File: config.mk
export PLATFORM = sky130hd
export DESIGN_NAME = wb_reg_block
export DESIGN_NICKNAME = d
export VERILOG_FILES = /design/src/hw/mac_attach_pkg.sv /design/src/hw/wb_reg_block.sv
export SDC_FILE = /design/constraint.sdc
export NUM_CORES = 1
export LEC_CHECK = 0
export ABC_AREA = 1
export BUFFER_PORTS_ARGS = -buffer_cell sky130_fd_sc_hd__buf_2
export CAP_MARGIN = 0
export CORE_AREA = 2 2 100 102
export DETAILED_ROUTE_END_ITERATION = 16
export DIE_AREA = 0 0 102 104
export GPL_TIMING_DRIVEN = 1
export PLACE_DENSITY = 0.84
export SYNTH_ARGS = -nofsm -noshare
export SYNTH_HDL_FRONTEND = slang
export SYNTH_SLANG_ARGS = --single-unit
File: constraint.sdc
create_clock -name axis_aclk -period 7.85 [get_ports axis_aclk]
set_clock_uncertainty 0.1 [all_clocks]
set_input_delay 0.3925 -clock axis_aclk [delete_from_list [all_inputs] [get_ports axis_aclk]]
set_output_delay 0.3925 -clock axis_aclk [all_outputs]
set_load 0.02 [all_outputs]
File: src/hw/mac_attach_pkg.sv
// Widths, vector types, register map and constants shared by every MAC attachment module
package mac_attach_pkg;

  // ----------------------------------------
  // Stream widths
  localparam int DATA_W  = 64;
  localparam int KEEP_W  = DATA_W / 8;
  localparam int TUSER_W = 32;
  localparam int PORT_W  = 8;

  // Source port field position inside TUSER
  localparam int TUSER_SRC_LSB = 16;

  typedef logic [DATA_W-1:0]  data_t;
  typedef logic [KEEP_W-1:0]  keep_t;
  typedef logic [TUSER_W-1:0] tuser_t;
  typedef logic [PORT_W-1:0]  port_t;

  // ----------------------------------------
  // Register bus
  localparam int WB_ADR_W = 8;
  localparam int WB_DAT_W = 32;
  localparam int CNT_W    = 32;

  typedef logic [WB_ADR_W-1:0] wb_adr_t;
  typedef logic [WB_DAT_W-1:0] wb_dat_t;
  // Bit 31 sticky overflow, bits 30:0 count
  typedef logic [CNT_W-1:0]    cnt_t;
  // Word index, byte address over 4
  typedef logic [WB_ADR_W-3:0] reg_idx_t;

  // Queue sizes in beats, pointers carry one extra wrap bit
  localparam int RX_DEPTH = 64;
  localparam int TX_DEPTH = 64;
  localparam int RX_PTR_W = $clog2(RX_DEPTH);
  localparam int TX_PTR_W = $clog2(TX_DEPTH);

  typedef logic [RX_PTR_W:0] rx_ptr_t;
  typedef logic [TX_PTR_W:0] tx_ptr_t;

  // Packet counters
  localparam int NUM_CNT     = 3;
  localparam int CNT_RX_MAC  = 0;
  localparam int CNT_RX_DROP = 1;
  localparam int CNT_TX_MAC  = 2;

  // Register map
  localparam reg_idx_t REG_ID       = 'd0;
  localparam reg_idx_t REG_VERSION  = 'd1;
  localparam reg_idx_t REG_RESET    = 'd2;
  localparam reg_idx_t REG_FLIP     = 'd3;
  localparam reg_idx_t REG_DEBUG    = 'd4;
  localparam reg_idx_t REG_CNT_BASE = 'd5;

  localparam wb_dat_t ID_VALUE      = 32'h0000_DA01;
  localparam wb_dat_t VERSION_VALUE = 32'h0000_0100;
  localparam wb_dat_t DEBUG_BASE    = 32'h1000_0000;

endpackage

File: src/hw/wb_reg_block.sv
// Wishbone classic register file with ID, version, reset, test registers and counter readout
`timescale 1ns/1ps

module wb_reg_block
  import mac_attach_pkg::*;
(
  input  logic               axis_aclk,
  input  logic               i_arst_n,
  // Wishbone classic slave
  input  logic               i_wb_cyc,
  input  logic               i_wb_stb,
  input  logic               i_wb_we,
  input  wb_adr_t            i_wb_adr,
  input  wb_dat_t            i_wb_dat,
  output wb_dat_t            o_wb_dat,
  output logic               o_wb_ack,
  // Counter readout and clear
  input  cnt_t               i_count [NUM_CNT],
  output logic               o_clear_all,
  output logic [NUM_CNT-1:0] o_clear
);

  reg_idx_t word_idx;
  wb_dat_t  flip_q;
  wb_dat_t  debug_q;
  wb_dat_t  rd_data;
  logic     req;
  logic     wr_req;

  assign word_idx = i_wb_adr[WB_ADR_W-1:2];
  // New request only while no ack is pending
  assign req      = i_wb_cyc && i_wb_stb && !o_wb_ack;
  assign wr_req   = req && i_wb_we;

  // ----------------------------------------
  // Read mux
  always_comb begin
    rd_data = '0;
    case (word_idx)
      REG_ID:      rd_data = ID_VALUE;
      REG_VERSION: rd_data = VERSION_VALUE;
      REG_FLIP:    rd_data = ~flip_q;
      REG_DEBUG:   rd_data = DEBUG_BASE + debug_q;
      default:     rd_data = '0;
    endcase
    for (int i = 0; i < NUM_CNT; i++) begin
      if (word_idx == reg_idx_t'(REG_CNT_BASE + i)) begin
        rd_data = i_count[i];
      end
    end
  end

  // Read data captured on the cycle the ack goes out
  always_ff @(posedge axis_aclk) begin
    if (req) begin
      o_wb_dat <= rd_data;
    end
  end

  // ----------------------------------------
  // Ack, writes and clear pulses
  always_ff @(posedge axis_aclk or negedge i_arst_n) begin
    if (!i_arst_n) begin
      o_wb_ack    <= 1'b0;
      flip_q      <= '0;
      debug_q     <= '0;
      o_clear_all <= 1'b0;
      o_clear     <= '0;
    end else begin
      o_wb_ack    <= req;
      o_clear_all <= wr_req && (word_idx == REG_RESET) && i_wb_dat[0];
      for (int i = 0; i < NUM_CNT; i++) begin
        o_clear[i] <= wr_req && (word_idx == reg_idx_t'(REG_CNT_BASE + i));
      end
      if (wr_req && (word_idx == REG_FLIP)) begin
        flip_q <= i_wb_dat;
      end
      if (wr_req && (word_idx == REG_DEBUG)) begin
        debug_q <= i_wb_dat;
      end
    end
  end

endmodule

==> results of run 1 <==
==> registers in the layout, indices dropped and copies added, names as in the netlist <==
name and cells:
flip_q 32, o_wb_ack 1, debug_q 32, o_clear_all 1
o_wb_dat 32, o_clear 3
==> cell families after synthesis <==
| logic type | after synthesis | synth area share, % |
|---|---|---|
| compound gates | 64 | 6.37 |
| flops | 101 | 53.5 |
| xor+xnor | 1 | 0.174 |
| fa+ha+maj | 1 | 0.249 |
| buf+inv | 83 | 7.34 |
| simple gates | 386 | 32.4 |
==> through the flow <==
step	utilization (%)	setup slack, ns	power [mW]	hold slack, ns	cell area [um^2]
2_1_floorplan	-	4.48	0.625	-0.00309	5030
3_3_place_gp	62.1	5.21	0.680	0.380	5930
3_5_place_dp	62.1	5.12	0.685	0.387	5930
4_1_cts	64.4	5.39	1.04	0.128	6150
5_1_grt	64.4	5.18	1.07	0.139	6150
6_report	64.4	5.38	1.04	0.117	6150
==> routing by layer <==
layer | vias up | global-route usage (%) | part of all wire [%]
met5 | - | 0 | 0
met4 | 0 | 9.05 | 1.5
met3 | 20 | 4.64 | 9.0
met2 | 223 | 42.7 | 49
met1 | 2138 | 31.8 | 41
li1 | 2326 | - | -
==> area by class of cell <==
class                   instances  share of cell area [%]
inverters                      54                    3.30
multi-input cells             452                    32.2
repair buffers                178                    14.6
clock buffers                  11                    2.14
clock inverters                 5                    1.38
flip-flops and latches        101                    43.7
well taps                     133                    2.71
==> path summary, 6_finish.rpt <==
path | slack, ns | cells after the start | to
max reg2reg | 5.38 | 6 | debug_q[28]$_DFFE_PN0P_
min | 0.12 | 2 | o_clear[2]$_DFF_PN0_
max | 5.38 | 6 | debug_q[28]$_DFFE_PN0P_
max in group asynchronous | 6.95 | 2 | flip_q[4]$_DFFE_PN0P_
min in group axis_aclk | 0.14 | 3 | debug_q[2]$_DFFE_PN0P_
min reg2reg | 0.41 | 2 | debug_q[24]$_DFFE_PN0P_
==> cell usage in the layout (no fill, tap or decap), types with 3 or more instances in the layout <==
cell | Yosys | routed
nand2_1 | 260 | 260
buf_2 | 6 | 175
dfrtp_1 | 69 | 69
nor2_1 | 69 | 68
o21ai_0 | 64 | 64
inv_1 | 53 | 53
edfxtp_1 | 32 | 32
nand3_1 | 26 | 26
nand4_1 | 15 | 15
clkbuf_8 | 0 | 9
nor2_4 | 5 | 6
buf_4 | 11 | 3
==> worst max-delay path, stage by stage, from the launching register on <==
cell and delay [ns]:
dfrtp_1 0.41, nor2_4 0.10, buf_4 0.41, nand2_1 0.10, buf_4 0.30, nor2_4 0.71, o21ai_0 0.16
==> power breakdown <==
| group | internal [mW] | total (mW) | switching [mW] |
|---|---|---|---|
| clock network | 0.182 | 0.364 | 0.182 |
| logic | 0.0403 | 0.100 | 0.0600 |
| registers | 0.565 | 0.574 | 0.00828 |
| total | 0.788 | 1.04 | 0.251 |
==> results.json, run 1 <==
{
  "status": "complete, no violations",
  "wl_per_cell_um": 13.9,
  "die_h_um": 104,
  "required_ns": 7.96,
  "tns_ns": 0,
  "min_path_type": "in -> async",
  "seq_area_frac_synth_pct": 53.5,
  "syn_inst": 636,
  "drc": 0,
  "crit_fanout": 45,
  "grt_pass1_wl_um": 21200,
  "finalCritPeriodShare_pct": 31.5,
  "gp_congestion": 0.861,
  "holdBufCountCts": 0,
  "post-synth-top-count-cell": "nand2_1",
  "regArea_um2": 2690,
  "setup_violations": 0,
  "critPathCaptureType": "flip-flop",
  "syn2layout_area_growth_pct": 22.3,
  "fin_nets": 938,
  "worst_pin_slew_ns": 0.884,
  "cts_resized": 0,
  "vdd_drop_max_v": 0.000101,
  "first_global_vias": 4727,
  "insertion_delay_ns": 0.36,
  "cap_violations": 0,
  "vias_per_cell": 5.04,
  "power.density_nw_per_um2": 169,
  "fin_crit_ns": 2.47,
  "cts_root_buffer": "clkbuf_8",
  "async_flop_share_pct": 68.3,
  "yosysTopAreaCellShare_pct": 34.3,
  "grt-ovfl-total": 0,
  "rr_startpoint": "o_wb_ack$_DFF_PN0_",
  "rows": 36,
  "max_freq_mhz": 404,
  "start_kind": "flip-flop",
  "synth-main-ff-cell": "dfrtp_1",
  "cts_tree": "built",
  "drive_above_1_share_pct": 25.7,
  "cts_buffers": 9,
  "die_x_um": 102,
  "cp.arrival_ns": 2.59,
  "synth.avg_cell_area_um2": 7.90,
  "final_antenna_net_count": 0,
  "firstDrtPassIters": 5,
  "numClockSinks": 101,
  "ys_seq_elements": 101,
  "crit_start": "o_wb_ack$_DFF_PN0_",
  "stdcell_count": 934,
  "vias": 4707,
  "drt_iter0_drc": 358,
  "portBuffers": 175,
  "worstSetupPathType": "reg -> reg",
  "h-tree-depth": 3,
  "synth.area.top_cells": "dfrtp_1 34%, nand2_1 19%, edfxtp_1 19%",
  "yosysUniqueCellTypes": 27,
  "drt-total-wl_um": 13000,
  "hold_viol": 0,
  "cts_buffer_depth": 2,
  "synth_nets": 778,
  "yosys_warnings": 0,
  "antenna_cells": 0,
  "antenna_found_initial": 0,
  "synth_edf_count": 32,
  "die_area_um2": 10600,
  "floorplan.initialDensity_pct": 52.6,
  "syn-cell-area_um2": 5030,
  "grt_use_total_pct": 25.1,
  "synth_common_cells": "260 x nand2_1, 69 x dfrtp_1, 69 x nor2_1",
  "dp_cells": 918,
  "leakage_nw": 3.43,
  "slew_headroom_pct": 41.1,
  "clk_pin_slew_worst_paths_ns": 0.11,
  "yosys.area.top_type": "dfrtp_1",
  "ios": 178,
  "fill_cells": 847,
  "drv_slew": 0,
  "multi_input_area_um2": 1980,
  "grt_max_degree": 70,
  "hpwl_um": 8870,
  "rsz0062_at_grt": "no",
  "core_region_area_um2": 9550,
  "cts_setup_buffers": 0
}
(Power assumes the default switching activity.)
==> run 2: changes to the inputs <==
ABC_AREA = 0   (was 1)
CORE_AREA = 2 2 105 107   (was 2 2 100 102)
DIE_AREA = 0 0 107 109   (was 0 0 102 104)
PLACE_DENSITY = 0.8   (was 0.84)
clock period = 2.5 ns   (was 7.85 ns; I/O delays follow)
==> run 2 against run 1 <==
Clock-buffer cell count up 1. Via count decreased by 14%. Power rose to 3.4 times the previous value. Fmax is 11% higher. Die area increased by 9.9%. Critical endpoint is now debug_q[5]$_DFFE_PN0P_.
==> results.json, run 2 <==
{
  "reg_top3": "debug_q x32, flip_q x32, o_wb_dat x32",
  "syn2layout_area_growth_pct": 31.5,
  "grt_pass1_wl_um": 20800,
  "synth-adder-area-share_pct": 0.236,
  "final_cell_mix": "173 x buf_2, 69 x dfrtp_1, 54 x mux2_2",
  "stdcell_count": 750,
  "grt_use_total_pct": 23.2,
  "r2r_slack_ns": 0.26,
  "synth_common_cells": "69 x dfrtp_1, 54 x mux2_2, 32 x edfxtp_1",
  "cap_violations": 0,
  "cts_tree": "built",
  "power.density_nw_per_um2": 507,
  "synth_compound_gate_area_share_pct": 7.76,
  "h-tree-depth": 3,
  "finalCritPeriodShare_pct": 89.4,
  "crit_fanout": 16,
  "r2r-end": "debug_q[5]$_DFFE_PN0P_",
  "synth-main-ff-cell": "dfrtp_1",
  "cts_buffers": 9,
  "drc": 0,
  "antenna_cells": 0,
  "insertion_delay_ns": 0.35,
  "floorplan.initialDensity_pct": 50.0,
  "grt_max_degree": 70,
  "drt_iter0_drc": 217,
  "final_common_cell": "buf_2",
  "yosys_warnings": 0,
  "synth_edf_count": 32,
  "vias_per_cell": 5.41,
  "setup_violations": 0,
  "worst_pin_slew_ns": 0.879,
  "synth_top_family_by_area": "multiplexers",
  "portBuffers": 175,
  "synth.area.top_cells": "dfrtp_1 33%, edfxtp_1 18%, mux2_2 11%",
  "fin_crit_ns": 2.24,
  "status": "complete, no violations",
  "seq_area_frac_synth_pct": 50.7,
  "numClockSinks": 101,
  "setup_slack_ns": 0.265,
  "max_freq_mhz": 447,
  "yosys.area.top_type": "dfrtp_1",
  "clk_pin_slew_worst_paths_ns": 0.10,
  "synth_nets": 538,
  "cts_root_buffer": "clkbuf_8",
  "rows": 38,
  "die_area_um2": 11700,
  "crit_start": "o_wb_ack$_DFF_PN0_",
  "synth_xor_area_share_pct": 0.165,
  "core_region_area_um2": 10600,
  "vias": 4058,
  "critPathCaptureType": "flip-flop",
  "holdWs_ns": 0.0871,
  "vdd_drop_max_v": 0.000325,
  "drv_slew": 0,
  "cts_buffer_depth": 2,
  "wl_met2_um": 6520,
  "fin_nets": 747,
  "drt-total-wl_um": 13200,
  "leakage_nw": 3.50,
  "drive_above_1_share_pct": 50.3,
  "finalPower_mw": 3.54,
  "met1_length_um": 5710,
  "rr_worst_depth": 4,
  "start_kind": "flip-flop",
  "top_layer": "met4",
  "wl_met3_um": 713,
  "first_global_vias": 4245,
  "hold_viol": 0,
  "async_flop_share_pct": 68.3,
  "hpwl_um": 8670,
  "yosys.area_share.simple_pct": 10.5,
  "slew_headroom_pct": 41.4,
  "rsz0062_at_grt": "no",
  "rr_startpoint": "o_wb_ack$_DFF_PN0_",
  "syn-cell-area_um2": 5300,
  "antenna_found_initial": 0,
  "die_x_um": 107,
  "synth_mux_area_share_pct": 27.7,
  "syn_inst": 396,
  "yosysUniqueCellTypes": 38,
  "worstSetupPathType": "reg -> reg",
  "min_path_type": "in -> reg",
  "gp_congestion": 0.908,
  "final_antenna_net_count": 0,
  "place_worst_setup_slack_ns": 0.309,
  "synth.avg_cell_area_um2": 13.4,
  "tns_ns": 0,
  "cp-endpoint": "debug_q[5]$_DFFE_PN0P_",
  "post-synth-top-count-cell": "dfrtp_1",
  "cts_resized": 0,
  "required_ns": 2.63,
  "firstDrtPassIters": 4,
  "die_h_um": 109,
  "wl_per_cell_um": 17.6,
  "ios": 178,
  "grt-ovfl-total": 0,
  "yosysTopAreaCellShare_pct": 32.6,
  "ys_seq_elements": 101,
  "cp.arrival_ns": 2.37,
  "dp_cells": 694
}
-- run 2: cell types whose count changed after synthesis, moves of 30 or more --
cell	change
inv_1	-53
o21ai_0	-40
nor2_1	-59
mux2_2	+54
nand2_1	-256
mux2_4	+30
-- run 2: worst min-delay path by stage --
stage | start | end | slack [ns] | cells past startpoint
6_report | i_count[58] | o_wb_dat[26]$_DFFE_PP_ | 0.09 | 3
5_1_grt | i_count[52] | o_wb_dat[20]$_DFFE_PP_ | 0.09 | 3
4_1_cts | i_count[52] | o_wb_dat[20]$_DFFE_PP_ | 0.08 | 3
3_5_place_dp | i_arst_n | debug_q[2]$_DFFE_PN0P_ | 0.19 | 1
3_3_place_gp | i_arst_n | flip_q[2]$_DFFE_PN0P_ | 0.19 | 1
2_1_floorplan | i_arst_n | debug_q[0]$_DFFE_PN0P_ | -0.27 | 0
-- run 2: cell families (layout without fill, tap and decap cells) --
kind of cell,count (synthesis),in the layout
AOI/OAI and AO/OA,60,60
DFF,101,101
buffers and inverters,32,246
muxes,117,117
and+or+nand+nor,84,84
xor gates and xnor gates,1,1
adders and majority gates,1,1
-- run 2: layout make-up --
class | count | area [um^2]
Tap cell | 140 | 175
Multi-Input combinational cell | 263 | 2470
Clock inverter | 4 | 96.3
Clock buffer | 12 | 145
Timing Repair Buffer | 230 | 1390
Sequential cell | 101 | 2690
Fill cell | 784 | 3630
-- run 2: report_power, final --
part / switching, mW / total (mW) / internal, mW / leakage (nW)
Clock: 0.545 / 1.24 / 0.695 / 0.121
Sequential: 0.0274 / 1.79 / 1.77 / 1.28
Combinational: 0.231 / 0.503 / 0.272 / 2.10
Total: 0.803 / 3.54 / 2.73 / 3.50
-- run 2: metrics by stage --
step / instance area, um^2 / util (%)
3_5_place_dp: 6330 / 59.7
6_report: 6970 / 65.8
3_3_place_gp: 6330 / 59.7
5_1_grt: 6970 / 65.8
4_1_cts: 6970 / 65.8
2_1_floorplan: 5300 / -
-- run 2: critical path: stages (launching register included) --
cell and delay [ns]:
dfrtp_1 0.43, nand4b_1 0.28, or4b_2 0.69, buf_4 0.27, mux2_4 0.33
-- run 2: timing repair --
action / 4_1_cts / 5_1_grt
setup buffers: 0 / 0
hold buffers: 40 / 0
endpoints found under the hold margin: 141 / 0
-- run 2: routing by layer --
metal	GRT usage (%)	vias to the layer above
met5	0	-
met4	9.09	0
met3	3.41	22
met2	39.5	147
met1	30.0	1981
li1	-	1908
