$ cat src/hw/mac_attach_pkg.sv
// Widths, vector types, register map and constants shared by every MAC attachment module
package mac_attach_pkg;

  // ----------------------------------------
  // Stream widths
  localparam int DATA_W  = 64;
  localparam int KEEP_W  = DATA_W / 8;
  localparam int TUSER_W = 32;
  localparam int PORT_W  = 8;

  // Source port field position inside TUSER
  localparam int TUSER_SRC_LSB = 16;

  typedef logic [DATA_W-1:0]  data_t;
  typedef logic [KEEP_W-1:0]  keep_t;
  typedef logic [TUSER_W-1:0] tuser_t;
  typedef logic [PORT_W-1:0]  port_t;

  // ----------------------------------------
  // Register bus
  localparam int WB_ADR_W = 8;
  localparam int WB_DAT_W = 32;
  localparam int CNT_W    = 32;

  typedef logic [WB_ADR_W-1:0] wb_adr_t;
  typedef logic [WB_DAT_W-1:0] wb_dat_t;
  // Bit 31 sticky overflow, bits 30:0 count
  typedef logic [CNT_W-1:0]    cnt_t;
  // Word index, byte address over 4
  typedef logic [WB_ADR_W-3:0] reg_idx_t;

  // Queue sizes in beats, pointers carry one extra wrap bit
  localparam int RX_DEPTH = 64;
  localparam int TX_DEPTH = 64;
  localparam int RX_PTR_W = $clog2(RX_DEPTH);
  localparam int TX_PTR_W = $clog2(TX_DEPTH);

  typedef logic [RX_PTR_W:0] rx_ptr_t;
  typedef logic [TX_PTR_W:0] tx_ptr_t;

  // Packet counters
  localparam int NUM_CNT     = 3;
  localparam int CNT_RX_MAC  = 0;
  localparam int CNT_RX_DROP = 1;
  localparam int CNT_TX_MAC  = 2;

  // Register map
  localparam reg_idx_t REG_ID       = 'd0;
  localparam reg_idx_t REG_VERSION  = 'd1;
  localparam reg_idx_t REG_RESET    = 'd2;
  localparam reg_idx_t REG_FLIP     = 'd3;
  localparam reg_idx_t REG_DEBUG    = 'd4;
  localparam reg_idx_t REG_CNT_BASE = 'd5;

  localparam wb_dat_t ID_VALUE      = 32'h0000_DA01;
  localparam wb_dat_t VERSION_VALUE = 32'h0000_0100;
  localparam wb_dat_t DEBUG_BASE    = 32'h1000_0000;

endpackage

$ cat src/hw/pkt_stat_counters.sv
// Packet counters with sticky overflow bit, per-counter clear and global clear
`timescale 1ns/1ps

module pkt_stat_counters
  import mac_attach_pkg::*;
(
  input  logic               axis_aclk,
  input  logic               i_arst_n,
  input  logic [NUM_CNT-1:0] i_event,
  input  logic               i_clear_all,
  input  logic [NUM_CNT-1:0] i_clear,
  output cnt_t               o_count [NUM_CNT]
);

  // ----------------------------------------
  // One counter per event bit
  for (genvar g = 0; g < NUM_CNT; g++) begin : g_cnt
    logic [CNT_W-2:0] count_q;
    logic             ovf_q;
    logic             wrap;

    // Count is about to roll over to zero
    assign wrap = i_event[g] && (&count_q);

    always_ff @(posedge axis_aclk or negedge i_arst_n) begin
      if (!i_arst_n) begin
        count_q <= '0;
        ovf_q   <= 1'b0;
      end else if (i_clear_all || i_clear[g]) begin
        // Clear wins over an event in the same cycle
        count_q <= '0;
        ovf_q   <= 1'b0;
      end else begin
        if (i_event[g]) begin
          count_q <= count_q + 1'b1;
        end
        if (wrap) begin
          ovf_q <= 1'b1;
        end
      end
    end

    assign o_count[g] = {ovf_q, count_q};
  end

endmodule

$ cat config.mk
export PLATFORM = sky130hd
export DESIGN_NAME = pkt_stat_counters
export DESIGN_NICKNAME = d
export VERILOG_FILES = /design/src/hw/mac_attach_pkg.sv /design/src/hw/pkt_stat_counters.sv
export SDC_FILE = /design/constraint.sdc
export NUM_CORES = 1
export LEC_CHECK = 0
export BUFFER_PORTS_ARGS = -buffer_cell sky130_fd_sc_hd__buf_2
export CAP_MARGIN = 40
export CORE_ASPECT_RATIO = 1.75
export CORE_UTILIZATION = 42
export CTS_CLUSTER_DIAMETER = 60
export CTS_CLUSTER_SIZE = 16
export DETAILED_ROUTE_END_ITERATION = 6
export HOLD_SLACK_MARGIN = 0.15
export PLACE_DENSITY = 0.73
export SYNTH_ARGS = -nofsm -noshare
export SYNTH_HDL_FRONTEND = slang
export SYNTH_SLANG_ARGS = --single-unit
$ cat constraint.sdc
create_clock -name axis_aclk -period 2.61 [get_ports axis_aclk]
set_input_delay 0.261 -clock axis_aclk [delete_from_list [all_inputs] [get_ports axis_aclk]]
set_output_delay 0.261 -clock axis_aclk [all_outputs]
set_load 0.01 [all_outputs]
==> results of run 1 <==
## cell families (layout without fill, tap and decap cells)
| logic type | Yosys count | in the layout | synth area share |
|---|---|---|---|
| AOI/OAI and AO/OA | 112 | 112 | 0.135 |
| xor gates and xnor gates | 31 | 31 | 0.0523 |
| adders and majority gates | 6 | 6 | 0.0145 |
| buffers and inverters | 41 | 137 | 0.0335 |
| DFF | 96 | 96 | 0.462 |
| muxes | 8 | 8 | 0.0154 |
| and+or+nand+nor | 270 | 270 | 0.287 |
## cell usage in the layout, fill, tap and decap left out, drive strengths merged, types with 5 or more instances in the layout
cell	n
inv	15
or2	6
a31oi	5
o21ai	19
xor2	16
clkbuf	9
o21a	6
buf	110
dfrtp	96
mux2i	8
and3	12
nand4	34
a21oi	44
and2	5
ha	6
nor3	8
nor4	11
xnor2	15
o31ai	24
nand2	44
or3	35
nor2	48
or4	28
nand3	29
and4	8
a41o	5
## per-layer routing
layer,global-route usage,share of wire,up-vias,wire length [um]
met3,0.0398,0.048,35,659
met4,0.118,0.037,0,507
met5,0,0,-,0
met1,0.255,0.39,2383,5350
met2,0.393,0.53,157,7290
li1,-,-,2289,-
## stage by stage
step           area [um^2]  setup slack [ns]
2_1_floorplan         5190             0.629
3_3_place_gp          5830             0.461
5_1_grt               6150             0.275
4_1_cts               6150             0.410
6_report              6150             0.394
3_5_place_dp          5830             0.432
## critical path: stages (launching register included)
cell and delay, ns:
dfrtp_1 0.45, nand3_1 0.15, or4_1 0.80, or4_1 0.59, a21oi_1 0.15
## sequential cells by signal (all words and copies together) (netlist names)
signal / flops
g_cnt.ovf_q: 3
g_cnt.count_q: 93
## power by group
part / switching (mW) / leakage [nW] / internal [mW]
combinational: 0.0769 / 1.19 / 0.0242
clock: 0.614 / 0.148 / 0.760
sequential: 0.00525 / 1.34 / 1.49
## final cells by class
cell class	count	area (um^2)
flip-flops and latches	96	2400
fillers	1130	5850
well taps	165	206
multi-input cells	427	2620
inverters	10	37.5
clock inverters	7	81.3
repair buffers	111	578
clock buffers	9	225
## final timing paths
kind / from / endpoint / slack [ns] / depth (start not counted)
setup reg to reg: g_cnt[1].count_q[2] / g_cnt[1].count_q[26] / 0.39 / 4
min in group asynchronous: i_arst_n / g_cnt[1].count_q[29] / 0.46 / 2
max in group asynchronous: i_arst_n / g_cnt[0].count_q[8] / 1.39 / 3
setup / recovery: g_cnt[1].count_q[2] / g_cnt[1].count_q[26] / 0.39 / 4
hold / removal: i_clear[0] / g_cnt[0].count_q[27] / 0.21 / 3
hold reg to reg: g_cnt[2].ovf_q / g_cnt[2].ovf_q / 0.48 / 2
## what timing repair did
item,CTS,global route
hold buffers,1,0
hold endpoints to repair,40,0
setup buffers,0,0
==> flow_metrics.py, run 1 <==
metrics = {
    "logic_synthesis": {
        "yosysMostFrequentCell": "dfrtp_1",
        "synth_fp_nets": 579,
        "synth_cell_types": 39,
        "avgSynthCellArea_um2": 9.21,
        "synth_top_area_share": 0.462,
        "syn_inst": 564,
        "ys_ff_latch": 96,
        "seq_area_frac_synth": 0.462,
        "synth-edff-count": 0,
        "synth_area_leader_cell": "dfrtp_1",
        "syn_area_mm2": 0.00519,
        "yosys_most_used_dff": "dfrtp_1",
        "synth_area_leaders": "dfrtp_1 (46%), a21oi_1 (4.2%), or4_1 (4.0%), nand4_1 (3.9%), or3_1 (3.7%)",
        "ys_warn_count": 0,
        "synthArstFlopShare": 1.00,
        "synth_common_cells": "dfrtp_1 (96), nor2_1 (48), a21oi_1 (44), nand2_1 (44), nand4_1 (32)",
    },
    "route": {
        "vias": 4864,
        "drc": 0,
        "first_pass_iters": 5,
        "wire_per_inst_um": 16.7,
        "final_antenna_net_count": 0,
        "vias_per_cell": 5.90,
        "drt-initial-drc-count": 172,
        "routed_wl_um": 13800,
    },
    "grt": {
        "grt_overflow": 0,
        "grtUsageTotal": 0.224,
        "grt_max_degree": 44,
        "antenna_found_initial": 0,
        "grt_pass1_wl_um": 22600,
        "grt_pass1_vias": 4645,
    },
    "sta": {
        "layout_min_cycle_time_ns": 2.22,
        "holdWs_ns": 0.208,
        "finalHoldViolCount": 0,
        "finClkSkew_ns": 0.00959,
        "fmax_mhz": 451,
        "final.setup.tns_ns": 0,
        "worstMarginPinSlew_ns": 0.604,
        "drv_slew": 0,
        "setup_viol": 0,
        "slew-limit-headroom": 0.598,
        "period_share": 0.849,
        "grt_setup_unrepaired": "no",
    },
    "floorplanning": {
        "die_h_um": 149,
        "rows": 53,
        "die-area_mm2": 0.0128,
        "die_w_um": 86.1,
        "ios": 105,
        "start_util": 0.433,
        "core-area_mm2": 0.0120,
    },
    "clocking": {
        "cts_made_buffers": 9,
        "clockRootBuffer": "clkbuf_16",
        "clk_pin_slew_ns": 0.07,
        "ctsResizeCount": 0,
        "cts-htree-levels": 3,
        "cts_buffer_depth": 2,
        "cts_tree": "done",
        "clock_sinks": 96,
        "clk_latency_ns": 0.35,
    },
    "status": {
        "outcome": "finished, final reports clean",
    },
    "cells_and_area": {
        "fin_util": 0.512,
        "fin_cells": 825,
        "synthToLayoutAreaGrowth_pct": 18.4,
        "drive_gt1_frac": 0.214,
        "diodes": 0,
        "nNetsFinal": 670,
    },
    "critical_path": {
        "crit_required_ns": 2.88,
        "start_kind": "flip-flop",
        "crit_fanout": 17,
        "path_class": "reg -> reg",
        "worst_ep_arrival_time_ns": 2.48,
        "end_kind": "flip-flop",
    },
    "placed_design": {
        "hpwl_um": 10100,
        "routabilityCongestion": 0.927,
        "portBuffers": 104,
        "dp.cells": 808,
    },
    "pwr": {
        "peakVddDrop_v": 0.000397,
        "leakage_nw": 2.68,
        "power_mw": 2.97,
        "power_density_mw_per_mm2": 483,
    },
    "worst_hold_path": {
        "holdCritPathClass": "in -> reg",
    },
    "job": {
        "maxCapViolCount": 0,
    },
}
(Power assumes the default switching activity.)
==> run 2, diff against run 1 <==
--- a/config.mk
+++ b/config.mk
@@ -13,7 +13,7 @@
 export CTS_CLUSTER_SIZE = 16
 export DETAILED_ROUTE_END_ITERATION = 6
 export HOLD_SLACK_MARGIN = 0.15
-export PLACE_DENSITY = 0.73
+export PLACE_DENSITY = 0.75
 export SYNTH_ARGS = -nofsm -noshare
 export SYNTH_HDL_FRONTEND = slang
 export SYNTH_SLANG_ARGS = --single-unit
==> constraint.sdc (replaced) <==
create_clock -name axis_aclk -period 2 [get_ports axis_aclk]
set_input_delay 0.2 -clock axis_aclk [delete_from_list [all_inputs] [get_ports axis_aclk]]
set_output_delay 0.2 -clock axis_aclk [all_outputs]
set_load 0.01 [all_outputs]
==> flow_metrics.py, run 2 (synthesis gave the netlist of run 1 again) <==
metrics = {
    "status": {
        "outcome": "finished, final reports clean",
    },
    "placed_design": {
        "portBuffers": 104,
        "hpwl_um": 11000,
        "dp.cells": 867,
        "routabilityCongestion": 0.875,
    },
    "cells_and_area": {
        "final_cell_mix": "buf_2 (103), dfrtp_1 (94), buf_4 (68), nor2_1 (48), nand2_1 (44)",
        "diodes": 0,
        "top_register": "g_cnt.count_q",
        "reg.largest.list": "g_cnt.count_q: 93 flops, g_cnt.ovf_q: 3 flops",
        "fillCellCount": 1091,
        "synthToLayoutAreaGrowth_pct": 28.2,
        "nNetsFinal": 733,
        "largest_register_ffs": 93,
        "drive_gt1_frac": 0.299,
        "fin_util": 0.555,
        "regArea_mm2": 0.00240,
        "final_common_cell": "buf_2",
        "fin_cells": 888,
        "multiInputGateArea_mm2": 0.00266,
    },
    "sta": {
        "finClkSkew_ns": 0.00658,
        "finalHoldViolCount": 0,
        "slew-limit-headroom": 0.623,
        "fmax_mhz": 510,
        "worstMarginPinSlew_ns": 0.566,
        "grt_setup_unrepaired": "yes",
        "setup_viol": 0,
        "drv_slew": 0,
        "layout_min_cycle_time_ns": 1.96,
        "period_share": 0.981,
    },
    "floorplanning": {
        "ios": 105,
        "die_h_um": 149,
        "die_w_um": 86.1,
        "rows": 53,
        "core-area_mm2": 0.0120,
        "die-area_mm2": 0.0128,
        "start_util": 0.433,
    },
    "clocking": {
        "clock_sinks": 96,
        "clockRootBuffer": "clkbuf_16",
        "clk_pin_slew_ns": 0.07,
        "cts_tree": "done",
        "cts_made_buffers": 9,
        "cts_buffer_depth": 2,
        "cts-htree-levels": 3,
        "clk_latency_ns": 0.34,
    },
    "grt": {
        "antenna_found_initial": 0,
        "grt_pass1_vias": 4938,
        "grtUsageTotal": 0.230,
        "grt_overflow": 0,
        "grt_max_degree": 50,
        "grt_pass1_wl_um": 23400,
    },
    "route": {
        "drt-initial-drc-count": 286,
        "final_antenna_net_count": 0,
        "drc": 0,
        "wire_per_inst_um": 16.7,
        "vias_per_cell": 5.80,
        "vias": 5153,
        "routed_wl_um": 14800,
        "first_pass_iters": 5,
    },
    "pwr": {
        "peakVddDrop_v": 0.000432,
        "leakage_nw": 3.00,
        "power_density_mw_per_mm2": 565,
    },
    "critical_path": {
        "rrSetupSlack_ns": 0.04,
        "crit_fanout": 5,
        "regToRegStartpoint": "g_cnt[1].count_q[1]",
        "ff2ff_path_depth": 6,
        "start_kind": "flip-flop",
        "worst_ep_arrival_time_ns": 2.16,
        "end_kind": "flip-flop",
        "path_class": "reg -> reg",
        "r2r_end": "g_cnt[1].count_q[24]",
        "crit_required_ns": 2.20,
    },
    "worst_hold_path": {
        "holdCritPathClass": "in -> reg",
        "hold_path_end": "g_cnt[0].count_q[27]",
        "hp-start": "i_clear[0]",
        "holdPathStages": 3,
    },
    "job": {
        "maxCapViolCount": 0,
    },
}
[run 2: cell types whose count changed in the layout (fill, tap and decap cells not counted), sizes merged]
| cell | change |
|---|---|
| buf | +63 |
| bufinv | -1 |
| clkinv | +1 |
[run 2: area by class of cell]
cell class	instances	share of cell area
clock buffers	9	0.0338
well taps	165	0.0310
repair buffers	174	0.160
clock inverters	7	0.00883
flip-flops and latches	96	0.361
inverters	10	0.00564
multi-input cells	427	0.399
[run 2: worst max-delay path by stage]
| stage | slack, ns | depth (start not counted) | to | start |
|---|---|---|---|---|
| 2_1_floorplan | 0.02 | 5 | g_cnt[0].count_q[28] | g_cnt[0].count_q[2] |
| 3_3_place_gp | 0.05 | 4 | g_cnt[1].count_q[25] | g_cnt[1].count_q[10] |
| 5_1_grt | -0.05 | 6 | g_cnt[1].count_q[24] | g_cnt[1].count_q[1] |
| 4_1_cts | 0.01 | 5 | g_cnt[1].count_q[26] | g_cnt[1].count_q[2] |
| 6_report | 0.04 | 6 | g_cnt[1].count_q[24] | g_cnt[1].count_q[1] |
| 3_5_place_dp | -0.02 | 4 | g_cnt[1].count_q[29] | g_cnt[1].count_q[10] |
[run 2: routing by layer]
layer | up-vias | track usage | wire [um]
li1 | 2422 | - | -
met4 | 0 | 0.0975 | 429
met1 | 2493 | 0.259 | 5650
met3 | 41 | 0.0349 | 715
met2 | 197 | 0.422 | 8040
met5 | - | 0 | 0
[run 2: worst max-delay path: stages (launching register included)]
cell	delay, ns
dfrtp_1	0.43
ha_2	0.23
nand2_1	0.10
or4_4	0.51
buf_4	0.16
o31ai_1	0.30
a21oi_2	0.10
[run 2: timing repair]
action / 4_1_cts / 5_1_grt
gates cloned: 0 / 0
hold buffers: 1 / 0
pin swaps: 0 / 1
resized for setup: 2 / 13
setup endpoints to repair: 5 / 15
hold endpoints to repair: 72 / 0
buffers inserted: 0 / 4
[run 2: stage by stage]
stage | area [um^2] | hold slack (ns) | TNS [ns] | setup slack (ns) | total power, mW
final | 6660 | 0.162 | 0 | 0.0388 | 3.76
after global routing | 6660 | 0.182 | -0.0468 | -0.0468 | 3.90
after detailed placement | 6290 | 0.101 | -0.0568 | -0.0201 | 2.12
after global placement | 6290 | 0.0932 | 0 | 0.0504 | 2.12
after floorplan | 5190 | -0.0956 | 0 | 0.0192 | 2.05
after CTS | 6590 | 0.151 | 0 | 0.0122 | 3.81
[run 2: power breakdown]
| group | switching, mW | internal (mW) | leakage (nW) |
|---|---|---|---|
| Sequential | 0.00678 | 1.94 | 1.34 |
| Clock | 0.809 | 0.869 | 0.139 |
| Combinational | 0.101 | 0.0339 | 1.52 |
| Total | 0.917 | 2.85 | 3.00 |
==> run 3, diff against run 2 <==
--- a/config.mk
+++ b/config.mk
@@ -7,7 +7,6 @@
 export LEC_CHECK = 0
 export BUFFER_PORTS_ARGS = -buffer_cell sky130_fd_sc_hd__buf_2
 export CAP_MARGIN = 40
-export CORE_ASPECT_RATIO = 1.75
 export CORE_UTILIZATION = 42
 export CTS_CLUSTER_DIAMETER = 60
 export CTS_CLUSTER_SIZE = 16
==> flow_metrics.py, run 3 (synthesis gave the netlist of run 1 again) <==
metrics = {
    "critical_path": {
        "critPathLaunch": "g_cnt[0].count_q[6]",
        "r2r_end": "g_cnt[0].count_q[28]",
        "regToRegStartpoint": "g_cnt[0].count_q[6]",
        "ff2ff_path_depth": 4,
        "worst_ep_arrival_time_ns": 2.22,
        "rrSetupSlack_ns": 0.06,
        "slowest_stage": "or4_1",
        "max_stage_delay_ns": 0.61,
        "start_kind": "flip-flop",
        "path_cells": "nand2_1 > or4_1 > or4_1 > a21oi_1",
        "cp_common_cell": "or4_1",
        "crit_fanout": 7,
        "end_kind": "flip-flop",
        "cp-endpoint": "g_cnt[0].count_q[28]",
        "crit_required_ns": 2.27,
        "path_class": "reg -> reg",
    },
    "pwr": {
        "power_density_mw_per_mm2": 562,
        "peakVddDrop_v": 0.000283,
        "leakage_nw": 2.95,
    },
    "route": {
        "drc": 0,
        "drt-initial-drc-count": 291,
        "routed_wl_um": 14100,
        "first_pass_iters": 5,
        "wire_per_inst_um": 16.3,
        "vias": 5092,
        "vias_per_cell": 5.90,
        "final_antenna_net_count": 0,
    },
    "clocking": {
        "cts_made_buffers": 9,
        "cts-htree-levels": 3,
        "cts_buffer_depth": 2,
        "clockRootBuffer": "clkbuf_16",
        "clk_latency_ns": 0.35,
        "clk_pin_slew_ns": 0.07,
        "clock_sinks": 96,
        "cts_tree": "done",
    },
    "sta": {
        "setup_viol": 0,
        "slew-limit-headroom": 0.615,
        "grt_setup_unrepaired": "yes",
        "period_share": 0.971,
        "drv_slew": 0,
        "layout_min_cycle_time_ns": 1.94,
        "final.setup.tns_ns": 0,
        "finalHoldViolCount": 0,
        "worstMarginPinSlew_ns": 0.577,
        "fin_ws_ns": 0.0575,
        "fmax_mhz": 515,
        "finClkSkew_ns": 0.00757,
    },
    "job": {
        "maxCapViolCount": 0,
    },
    "grt": {
        "grt_pass1_vias": 4741,
        "grt_max_degree": 40,
        "antenna_found_initial": 0,
        "grt_overflow": 0,
        "grtUsageTotal": 0.226,
        "grt_pass1_wl_um": 23000,
    },
    "floorplanning": {
        "die-area_mm2": 0.0128,
        "rows": 40,
        "start_util": 0.432,
        "core-area_mm2": 0.0120,
        "ios": 105,
        "die_h_um": 113,
        "die_w_um": 113,
    },
    "worst_hold_path": {
        "holdCritPathClass": "in -> reg",
        "holdPathStages": 3,
    },
    "cells_and_area": {
        "synthToLayoutAreaGrowth_pct": 26.7,
        "regArea_mm2": 0.00241,
        "fillCellCount": 1081,
        "diodes": 0,
        "reg.largest.list": "g_cnt.count_q: 93 flops, g_cnt.ovf_q: 3 flops",
        "final_cell_mix": "buf_2 (103), dfrtp_1 (93), buf_4 (60), nor2_1 (48), nand2_1 (44)",
        "nNetsFinal": 726,
        "multiInputGateArea_mm2": 0.00267,
        "drive_gt1_frac": 0.293,
        "final_common_cell": "buf_2",
        "top_register": "g_cnt.count_q",
        "fin_util": 0.548,
        "fin_cells": 863,
        "largest_register_ffs": 93,
    },
    "placed_design": {
        "routabilityCongestion": 0.920,
        "hpwl_um": 10300,
        "post-place-ws_ns": -0.00513,
        "dp.cells": 844,
        "portBuffers": 104,
    },
    "status": {
        "outcome": "finished, final reports clean",
    },
}
-- run 3: changes by cell type in the layout (fill, tap and decap cells not counted), sizes merged --
| cell | before | now |
|---|---|---|
| clkbuf | 9 | 12 |
| clkinvlp | 1 | 0 |
| dlygate4sd3 | 1 | 2 |
| buf | 173 | 165 |
| inv | 15 | 10 |
| clkinv | 1 | 4 |
-- run 3: how the worst min path moves through the flow --
stage	start	to	slack, ns
2_1_floorplan	i_arst_n	g_cnt[0].count_q[0]	-0.1
3_3_place_gp	i_arst_n	g_cnt[2].count_q[30]	0.17
3_5_place_dp	i_arst_n	g_cnt[2].count_q[30]	0.17
4_1_cts	i_clear[2]	g_cnt[2].count_q[21]	0.16
5_1_grt	i_clear[2]	g_cnt[2].count_q[21]	0.18
6_report	i_clear[2]	g_cnt[2].count_q[21]	0.17
-- run 3: cell type report --
type,instances,area share
repair buffers,167,0.155
flip-flops and latches,96,0.366
clock buffers,12,0.0374
multi-input cells,427,0.406
inverters,10,0.00570
well taps,147,0.0279
clock inverters,4,0.00304
-- run 3: through the flow --
| step | hold WS (ns) | total power, mW | instance area (um^2) |
|---|---|---|---|
| floorplan | -0.0956 | 2.05 | 5190 |
| global placement | 0.166 | 2.12 | 6230 |
| detailed placement | 0.169 | 2.13 | 6230 |
| CTS | 0.157 | 3.72 | 6530 |
| global route | 0.179 | 3.81 | 6580 |
| finish | 0.168 | 3.70 | 6580 |
-- run 3: what timing repair did --
item,in CTS,in global routing
gates resized for setup,2,15
hold buffers,2,0
setup buffers,0,1
hold endpoints to repair,28,0
pin swaps,0,2
endpoints found under the setup margin,2,16
-- run 3: worst max-delay path: cells and delay by family, from the launching register on --
family,cells,cell delay [ns]
flip-flops,1,0.44
AO/OA/AOI/OAI,1,0.16
AND/OR/NAND/NOR,3,1.26
-- run 3: power by group --
group          internal [mW]  switching (mW)  total, mW  leakage, nW
registers               1.95         0.00714       1.95         1.34
logic                 0.0387           0.102      0.141         1.48
clock network          0.870           0.736       1.61        0.136
total                   2.85           0.845       3.70         2.95
-- run 3: per-layer routing --
layer	track usage	wire length (um)	vias up	share of wire
met4	0.0956	336	0	0.024
met5	0	0	-	0
met1	0.290	6080	2481	0.43
met3	0.0359	772	26	0.055
met2	0.378	6890	186	0.49
li1	-	-	2399	-
